<file path="config.mk">
export PLATFORM = sky130hd
export DESIGN_NAME = csr_stage
export DESIGN_NICKNAME = d
export VERILOG_FILES = /design/src/verilog/csr_pkg.sv /design/src/verilog/csr_counters.sv /design/src/verilog/csr_file.sv /design/src/verilog/csr_issue.sv /design/src/verilog/csr_stage.sv /design/src/verilog/csr_writeback.sv
export VERILOG_INCLUDE_DIRS = /design/src /design/src/verilog
export SDC_FILE = /design/constraint.sdc
export NUM_CORES = 1
export LEC_CHECK = 0
export BUFFER_PORTS_ARGS = -buffer_cell sky130_fd_sc_hd__clkbuf_2
export CORE_MARGIN = 5
export CORE_UTILIZATION = 62
export CTS_BUF_LIST = sky130_fd_sc_hd__clkbuf_4 sky130_fd_sc_hd__clkbuf_8
export DETAILED_ROUTE_END_ITERATION = 12
export PLACE_DENSITY_LB_ADDON = 0.05
export SLEW_MARGIN = 30
export SYNTH_ARGS = -nofsm -noshare
export SYNTH_HDL_FRONTEND = slang
export SYNTH_SLANG_ARGS = --single-unit
</file>
<file path="constraint.sdc">
create_clock -name clk -period 2.3 [get_ports clk]
set_input_delay 0.115 -clock clk [delete_from_list [all_inputs] [get_ports clk]]
set_output_delay 0.115 -clock clk [all_outputs]
set_load 0.05 [all_outputs]
</file>
<file path="src/verilog/csr_defs.svh">
`ifndef CSR_DEFS_SVH
`define CSR_DEFS_SVH

// default core clock, drives the microsecond prescaler
`define CSR_FMAX_MHZ 27

// machine-level read/write registers
`define CSR_ADDR_MSCRATCH 12'h340
`define CSR_ADDR_MCAUSE   12'h342
`define CSR_ADDR_MTVEC    12'h305

// user-level read-only counters
`define CSR_ADDR_CYCLE    12'hc00
`define CSR_ADDR_TIME     12'hc01
`define CSR_ADDR_CYCLEH   12'hc80
`define CSR_ADDR_TIMEH    12'hc81

// environment call from M-mode
`define CSR_CAUSE_ECALL   32'd11

`endif

</file>
<file path="src/verilog/csr_pkg.sv">
package csr_pkg;

    typedef enum logic [2:0] {
        CSR_X     = 3'd0,
        CSR_W     = 3'd1,
        CSR_S     = 3'd2,
        CSR_C     = 3'd3,
        CSR_ECALL = 3'd4
    } csr_cmd_e;

    // Zicsr layout; src is rs1 or uimm depending on funct3[2]
    typedef struct packed {
        logic [11:0] csr_addr;
        logic [4:0]  src;
        logic [2:0]  funct3;
        logic [4:0]  rd;
        logic [6:0]  opcode;
    } csr_view_t;

    // privileged layout, ecall is funct12 == 0
    typedef struct packed {
        logic [11:0] funct12;
        logic [4:0]  rs1;
        logic [2:0]  funct3;
        logic [4:0]  rd;
        logic [6:0]  opcode;
    } sys_view_t;

    typedef union packed {
        csr_view_t csr;
        sys_view_t sys;
    } csr_insn_u;

    typedef struct packed {
        logic        valid;
        csr_insn_u   insn;
        logic [31:0] rs1_data;
    } csr_req_t;

    typedef struct packed {
        logic        valid;
        csr_cmd_e    cmd;
        logic [11:0] addr;
        logic [31:0] operand;
        logic        src_zero;
        logic [4:0]  rd;
    } csr_op_t;

    typedef struct packed {
        logic        valid;
        logic [4:0]  rd;
        logic [31:0] rdata;
        logic        trap;
        logic        illegal;
    } csr_resp_t;

endpackage

</file>
<file path="src/verilog/csr_counters.sv">
`timescale 1ns/1ps
`include "csr_defs.svh"

module csr_counters #(
    parameter int fmax_mhz = `CSR_FMAX_MHZ
) (
    input  logic        clk,
    input  logic        rst,
    output logic [63:0] cycle,
    output logic [63:0] time_us
);

    localparam int PW = (fmax_mhz > 1) ? $clog2(fmax_mhz) : 1;
    localparam logic [PW-1:0] PRESCALE_LAST = PW'(fmax_mhz - 1);

    logic [PW-1:0] prescale;
    logic          us_tick;

    assign us_tick = (prescale == PRESCALE_LAST);

    // free running, one per edge
    always_ff @(posedge clk) begin
        if (rst) begin
            cycle <= '0;
        end else begin
            cycle <= cycle + 64'd1;
        end
    end

    always_ff @(posedge clk) begin
        if (rst) begin
            prescale <= '0;
        end else if (us_tick) begin
            prescale <= '0;
        end else begin
            prescale <= prescale + 1'b1;
        end
    end

    // steps once per fmax_mhz edges
    always_ff @(posedge clk) begin
        if (rst) begin
            time_us <= '0;
        end else if (us_tick) begin
            time_us <= time_us + 64'd1;
        end
    end

    a_prescale_range: assert property (
        @(posedge clk) disable iff (rst)
        prescale <= PRESCALE_LAST
    );

endmodule

</file>
<file path="src/verilog/csr_file.sv">
`timescale 1ns/1ps
`include "csr_defs.svh"

module csr_file (
    input  logic               clk,
    input  logic               rst,
    input  csr_pkg::csr_op_t   op,
    input  logic [63:0]        cycle,
    input  logic [63:0]        time_us,
    output csr_pkg::csr_resp_t result,
    output logic [31:0]        mtvec
);

    logic [31:0] mscratch;
    logic [31:0] mcause;

    logic [31:0] old_value;
    logic [31:0] new_value;
    logic        known;
    logic        is_counter;
    logic        is_write;
    logic        illegal;
    logic        do_write;

    // read mux over every implemented address
    always_comb begin
        known      = 1'b1;
        is_counter = 1'b0;
        case (op.addr)
            `CSR_ADDR_MSCRATCH: old_value = mscratch;
            `CSR_ADDR_MCAUSE:   old_value = mcause;
            `CSR_ADDR_MTVEC:    old_value = mtvec;
            `CSR_ADDR_CYCLE: begin
                old_value  = cycle[31:0];
                is_counter = 1'b1;
            end
            `CSR_ADDR_TIME: begin
                old_value  = time_us[31:0];
                is_counter = 1'b1;
            end
            `CSR_ADDR_CYCLEH: begin
                old_value  = cycle[63:32];
                is_counter = 1'b1;
            end
            `CSR_ADDR_TIMEH: begin
                old_value  = time_us[63:32];
                is_counter = 1'b1;
            end
            default: begin
                old_value = 32'd0;
                known     = 1'b0;
            end
        endcase
    end

    always_comb begin
        case (op.cmd)
            csr_pkg::CSR_W:     new_value = op.operand;
            csr_pkg::CSR_S:     new_value = old_value | op.operand;
            csr_pkg::CSR_C:     new_value = old_value & ~op.operand;
            csr_pkg::CSR_ECALL: new_value = `CSR_CAUSE_ECALL;
            default:            new_value = old_value;
        endcase
    end

    // set/clear with x0 or uimm 0 is a pure read
    assign is_write = (op.cmd == csr_pkg::CSR_W) || (op.cmd == csr_pkg::CSR_ECALL) ||
                      (((op.cmd == csr_pkg::CSR_S) || (op.cmd == csr_pkg::CSR_C)) &&
                       !op.src_zero);

    assign illegal  = op.valid && (!known || (is_counter && is_write));
    assign do_write = op.valid && !illegal && is_write;

    always_ff @(posedge clk) begin
        if (rst) begin
            mscratch <= '0;
            mcause   <= '0;
            mtvec    <= '0;
        end else if (do_write) begin
            case (op.addr)
                `CSR_ADDR_MSCRATCH: mscratch <= new_value;
                `CSR_ADDR_MCAUSE:   mcause   <= new_value;
                `CSR_ADDR_MTVEC:    mtvec    <= new_value;
                default:            mtvec    <= mtvec;
            endcase
        end
    end

    always_ff @(posedge clk) begin
        if (rst) begin
            result <= '0;
        end else begin
            result.valid   <= op.valid;
            result.rd      <= op.rd;
            result.rdata   <= illegal ? 32'd0 : old_value;
            result.trap    <= op.valid && (op.cmd == csr_pkg::CSR_ECALL);
            result.illegal <= illegal;
        end
    end

    // counters stay read-only whatever the decode produced
    a_no_counter_write: assert property (
        @(posedge clk) disable iff (rst)
        do_write |-> !(op.addr inside {`CSR_ADDR_CYCLE, `CSR_ADDR_TIME,
                                       `CSR_ADDR_CYCLEH, `CSR_ADDR_TIMEH})
    );

endmodule

</file>
<file path="src/verilog/csr_issue.sv">
`timescale 1ns/1ps
`include "csr_defs.svh"

module csr_issue (
    input  logic               clk,
    input  logic               rst,
    input  logic               flush,
    input  csr_pkg::csr_req_t  req,
    output csr_pkg::csr_op_t   op
);

    localparam logic [6:0] OPCODE_SYSTEM = 7'b1110011;

    csr_pkg::csr_op_t op_next;
    logic             is_system;

    assign is_system = (req.insn.csr.opcode == OPCODE_SYSTEM);

    always_comb begin
        op_next          = '0;
        op_next.cmd      = csr_pkg::CSR_X;
        op_next.addr     = req.insn.csr.csr_addr;
        op_next.rd       = req.insn.csr.rd;
        op_next.src_zero = (req.insn.csr.src == 5'd0);

        // immediate forms zero-extend the src field
        if (req.insn.csr.funct3[2]) begin
            op_next.operand = {27'd0, req.insn.csr.src};
        end else begin
            op_next.operand = req.rs1_data;
        end

        if (req.valid && !flush && is_system) begin
            case (req.insn.csr.funct3)
                3'b001, 3'b101: op_next.cmd = csr_pkg::CSR_W;
                3'b010, 3'b110: op_next.cmd = csr_pkg::CSR_S;
                3'b011, 3'b111: op_next.cmd = csr_pkg::CSR_C;
                3'b000: begin
                    // ebreak and xret decode as CSR_X
                    if (req.insn.sys.funct12 == 12'd0) begin
                        op_next.cmd  = csr_pkg::CSR_ECALL;
                        op_next.addr = `CSR_ADDR_MCAUSE;
                    end
                end
                default: op_next.cmd = csr_pkg::CSR_X;
            endcase
        end

        op_next.valid = (op_next.cmd != csr_pkg::CSR_X);
    end

    always_ff @(posedge clk) begin
        if (rst) begin
            op <= '0;
        end else begin
            op <= op_next;
        end
    end

    // flushed slot never reaches the register file
    a_flush_kills: assert property (
        @(posedge clk) disable iff (rst)
        flush |=> !op.valid
    );

endmodule

</file>
<file path="src/verilog/csr_stage.sv">
`timescale 1ns/1ps
`include "csr_defs.svh"

module csr_stage #(
    parameter int fmax_mhz = `CSR_FMAX_MHZ
) (
    input  logic               clk,
    input  logic               rst,
    input  logic               flush,
    input  csr_pkg::csr_req_t  req,
    output csr_pkg::csr_resp_t resp,
    output logic [31:0]        trap_vector
);

    csr_pkg::csr_op_t   op;
    csr_pkg::csr_resp_t result;
    logic [63:0]        cycle;
    logic [63:0]        time_us;
    logic [31:0]        mtvec;

    csr_issue u_issue (
        .clk   (clk),
        .rst   (rst),
        .flush (flush),
        .req   (req),
        .op    (op)
    );

    csr_counters #(
        .fmax_mhz (fmax_mhz)
    ) u_counters (
        .clk     (clk),
        .rst     (rst),
        .cycle   (cycle),
        .time_us (time_us)
    );

    csr_file u_file (
        .clk     (clk),
        .rst     (rst),
        .op      (op),
        .cycle   (cycle),
        .time_us (time_us),
        .result  (result),
        .mtvec   (mtvec)
    );

    csr_writeback u_writeback (
        .clk         (clk),
        .rst         (rst),
        .result      (result),
        .mtvec       (mtvec),
        .resp        (resp),
        .trap_vector (trap_vector)
    );

endmodule

</file>
<file path="src/verilog/csr_writeback.sv">
`timescale 1ns/1ps

module csr_writeback (
    input  logic               clk,
    input  logic               rst,
    input  csr_pkg::csr_resp_t result,
    input  logic [31:0]        mtvec,
    output csr_pkg::csr_resp_t resp,
    output logic [31:0]        trap_vector
);

    csr_pkg::csr_resp_t resp_next;

    always_comb begin
        resp_next = result;
        // rejected access must not touch the register file
        if (result.illegal) begin
            resp_next.rd = 5'd0;
        end
    end

    always_ff @(posedge clk) begin
        if (rst) begin
            resp <= '0;
        end else begin
            resp <= resp_next;
        end
    end

    // trap target lags mtvec by one register
    always_ff @(posedge clk) begin
        if (rst) begin
            trap_vector <= '0;
        end else begin
            trap_vector <= mtvec;
        end
    end

    // ecall always hits mcause, so it can never be rejected
    a_trap_not_illegal: assert property (
        @(posedge clk) disable iff (rst)
        result.valid |-> !(result.trap && result.illegal)
    );

endmodule
</file>
==> impl_metrics.ini <==
[outcome]
run_status = complete, no violations

[route]
avgRoutedWirePerCell_um = 19.7
first_pass_iters = 6
ant_nets = 0
vias_per_cell = 6.04
drt_iter0_drc = 1500
wl_mm = 48.9
drc_errors = 0
num_vias = 15000

[final_layout]
layout_commonest_cell = dfxtp_1
synthToLayoutAreaGrowth_pct = 22.2
drive_above_1_share = 0.217
fin_util = 0.770
final_nets = 2161
final_cell_mix = dfxtp_1 (386), nor2_1 (176), nand2_1 (162)
fillers = 1861
final_cells = 2483

[worst_setup_path]
endpoint_kind = register
path_max_fanout = 10
required_ns = 2.82
crit_path_start = u_issue.op[41]
arrival_ns = 2.80
r2r-start = u_issue.op[41]
start_kind = register
worst-setup-path-type = reg -> reg

[clocking]
ctsRootBufferMaster = clkbuf_8
clk_pin_slew_worst_paths_ns = 0.07
numCtsBuffers = 61
cts_sinks = 395
htreeDepth = 2
clockBufferDepth = 3
cts_tree = done
clock_latency_ns = 0.63

[pwr]
clkPwrFrac = 0.448
p_leak_nw = 7.78
p_int_w = 0.0105
p_per_area_nw_per_um2 = 660
p_sw_frac = 0.232
ir_drop_uv = 515
power_frac_seq = 0.507
switching_power_w = 0.00318
power_frac_comb = 0.045

[yosys]
synth_top_area_share = 0.466
ys_async_sr_fraction = 0
synth_top_family_by_area = simple AND/OR/NAND/NOR gates
synth_xor_area_frac = 0.0707
synth_fa_ha_area_frac = 0.00295
syn_nets = 1915
netlist_instances = 1843
synth_edf_count = 0
synth_ff_type = dfxtp_1
ys_warn_count = 0
ys_types = 63
synth_area_leader_cell = dfxtp_1
seq_area_frac_synth = 0.466
synth_compound_area_frac = 0.115
netlist_area_sq_um = 17000
ys_top_cells_by_area = dfxtp_1 (47%), nor2_1 (3.9%), nand3_1 (3.9%)
ys_ff_latch = 395
avgSynthCellArea_sq_um = 9.21
synth_simple_gate_area_frac = 0.244
muxShareOfSynthArea = 0.0668

[place]
io_buffers = 139
dp_hpwl_mm = 31.1
gp_congestion = 0.912
dp.cells = 2289

[sta]
period_needed_ns = 2.28
slew_headroom = 0.546
skew_ns = 0.0217
setup_viol = 0
worst_pin_slew_ns = 0.679
fin_crit_sh = 0.990
max_freq_mhz = 439
whs_ns = 0.0242
hold_viol = 0
rsz0062_at_grt = true
drv_slew = 0

[floorplanning]
fp.dieW_um = 176
core-area_sq_um = 27000
start_util = 0.630
die_h_um = 176
rows = 60
dieArea_sq_um = 30800
io_pins = 140

[global_routing]
grt_pass1_vias = 14200
grt.total_usage = 0.301
overflow = 0
antenna_found_initial = 0
grt_max_degree = 115
grt_pass1_wl_mm = 75.0

[run]
cap_violations = 0

[hold_path]
hp-start = rst
hp-class = in -> reg
-- critical path, stage by stage (launching register included) --
cell	delay [ns]
dfxtp_2	0.36
or4_4	0.56
nor3_4	0.24
buf_4	0.17
buf_12	0.13
nand2_1	0.07
o21a_1	0.12
o22a_1	0.25
o31ai_2	0.28
-- final timing paths --
kind	endpoint	slack [ns]	cells after the start
hold / removal	u_writeback.trap_vector[0]	0.02	3
setup / recovery	u_file.mcause[31]	0.02	8
setup reg to reg	u_file.mcause[31]	0.02	8
hold reg to reg	u_writeback.resp[34]	0.42	1
-- metrics by stage --
| step | total power (W) | instance area, sq um | TNS (ns) | worst slack, ns |
|---|---|---|---|---|
| 6_report | 0.0137 | 20800 | 0 | 0.0225 |
| 2_1_floorplan | 0.00739 | 17000 | 0 | 0.170 |
| 3_5_place_dp | 0.00759 | 18400 | 0 | 0.0481 |
| 5_1_grt | 0.0142 | 20800 | -0.460 | -0.0548 |
| 3_3_place_gp | 0.00758 | 18400 | 0 | 0.141 |
| 4_1_cts | 0.0137 | 20400 | 0 | 0.0210 |
-- synth_stat cells, types with 4 or more instances --
library cell / instances
o21ai_0: 53
mux2i_1: 30
buf_4: 4
mux4_2: 25
o211a_1: 9
a221oi_1: 14
dfxtp_1: 395
nand4_1: 56
nor2b_1: 92
a22oi_1: 13
o31ai_1: 72
o22a_1: 23
and2_1: 45
o22ai_1: 7
a31oi_1: 5
buf_1: 9
o21a_1: 17
and4_1: 16
a21oi_1: 47
a221o_1: 6
and3_1: 23
ha_1: 4
nor2_1: 178
nor4_1: 21
or3_1: 16
or4_1: 5
xor2_1: 66
xnor2_1: 71
a21o_1: 5
inv_1: 21
nor3_1: 31
nand3_1: 132
mux2_2: 24
nand2_1: 162
buf_2: 28
clkbuf_1: 79
-- flip-flops by register name (all words and copies together), names as in the netlist --
signal and cells:
u_writeback.resp 40, u_file.mtvec 32, u_counters.cycle 64, u_writeback.trap_vector 32, u_file.mcause 32, u_issue.op 54
u_file.mscratch 32, u_file.result 40, u_counters.prescale 5, u_counters.time_us 64
-- layout make-up --
type                            instances  area (sq um)  area share
Sequential cell                       395          7920       0.382
Clock inverter                         21           118     0.00567
Antenna cell                            1          2.50    0.000121
Multi-Input combinational cell       1306          8730       0.420
Clock buffer                           94          1210      0.0581
Timing Repair Buffer                  304          2280       0.110
Inverter                               21          78.8     0.00380
Tap cell                              341           427      0.0206
-- per-layer routing --
layer | global-route usage | part of all wire | vias up
met5 | 0 | 0 | -
met4 | 0.125 | 0.038 | 0
met3 | 0.0443 | 0.071 | 139
met2 | 0.507 | 0.48 | 661
met1 | 0.390 | 0.41 | 7166
li1 | - | - | 7041
-- power by group through the flow --
| stage | logic [W] | clock network, W | registers [W] |
|---|---|---|---|
| 3_3_place_gp | 0.000489 | 0 | 0.00709 |
| 5_1_grt | 0.000656 | 0.00657 | 0.00695 |
| 3_5_place_dp | 0.000498 | 0 | 0.00710 |
| 4_1_cts | 0.000585 | 0.00621 | 0.00695 |
| 2_1_floorplan | 0.000303 | 0 | 0.00709 |
| 6_report | 0.000617 | 0.00614 | 0.00695 |
-- repair_timing --
item | 4_1_cts | 5_1_grt
buffers inserted | 0 | 9
resized for setup | 0 | 49
endpoints found under the setup margin | 0 | 70
hold buffers | 66 | 0
hold endpoints to repair | 54 | 0
-- kinds of logic after synthesis --
logic type,after synthesis
fa+ha+maj,4
compound gates,281
flops,395
mux,79
buf+inv,142
simple gates,805
xor+xnor,137
Note: power is estimated with default switching activity, not from simulation.
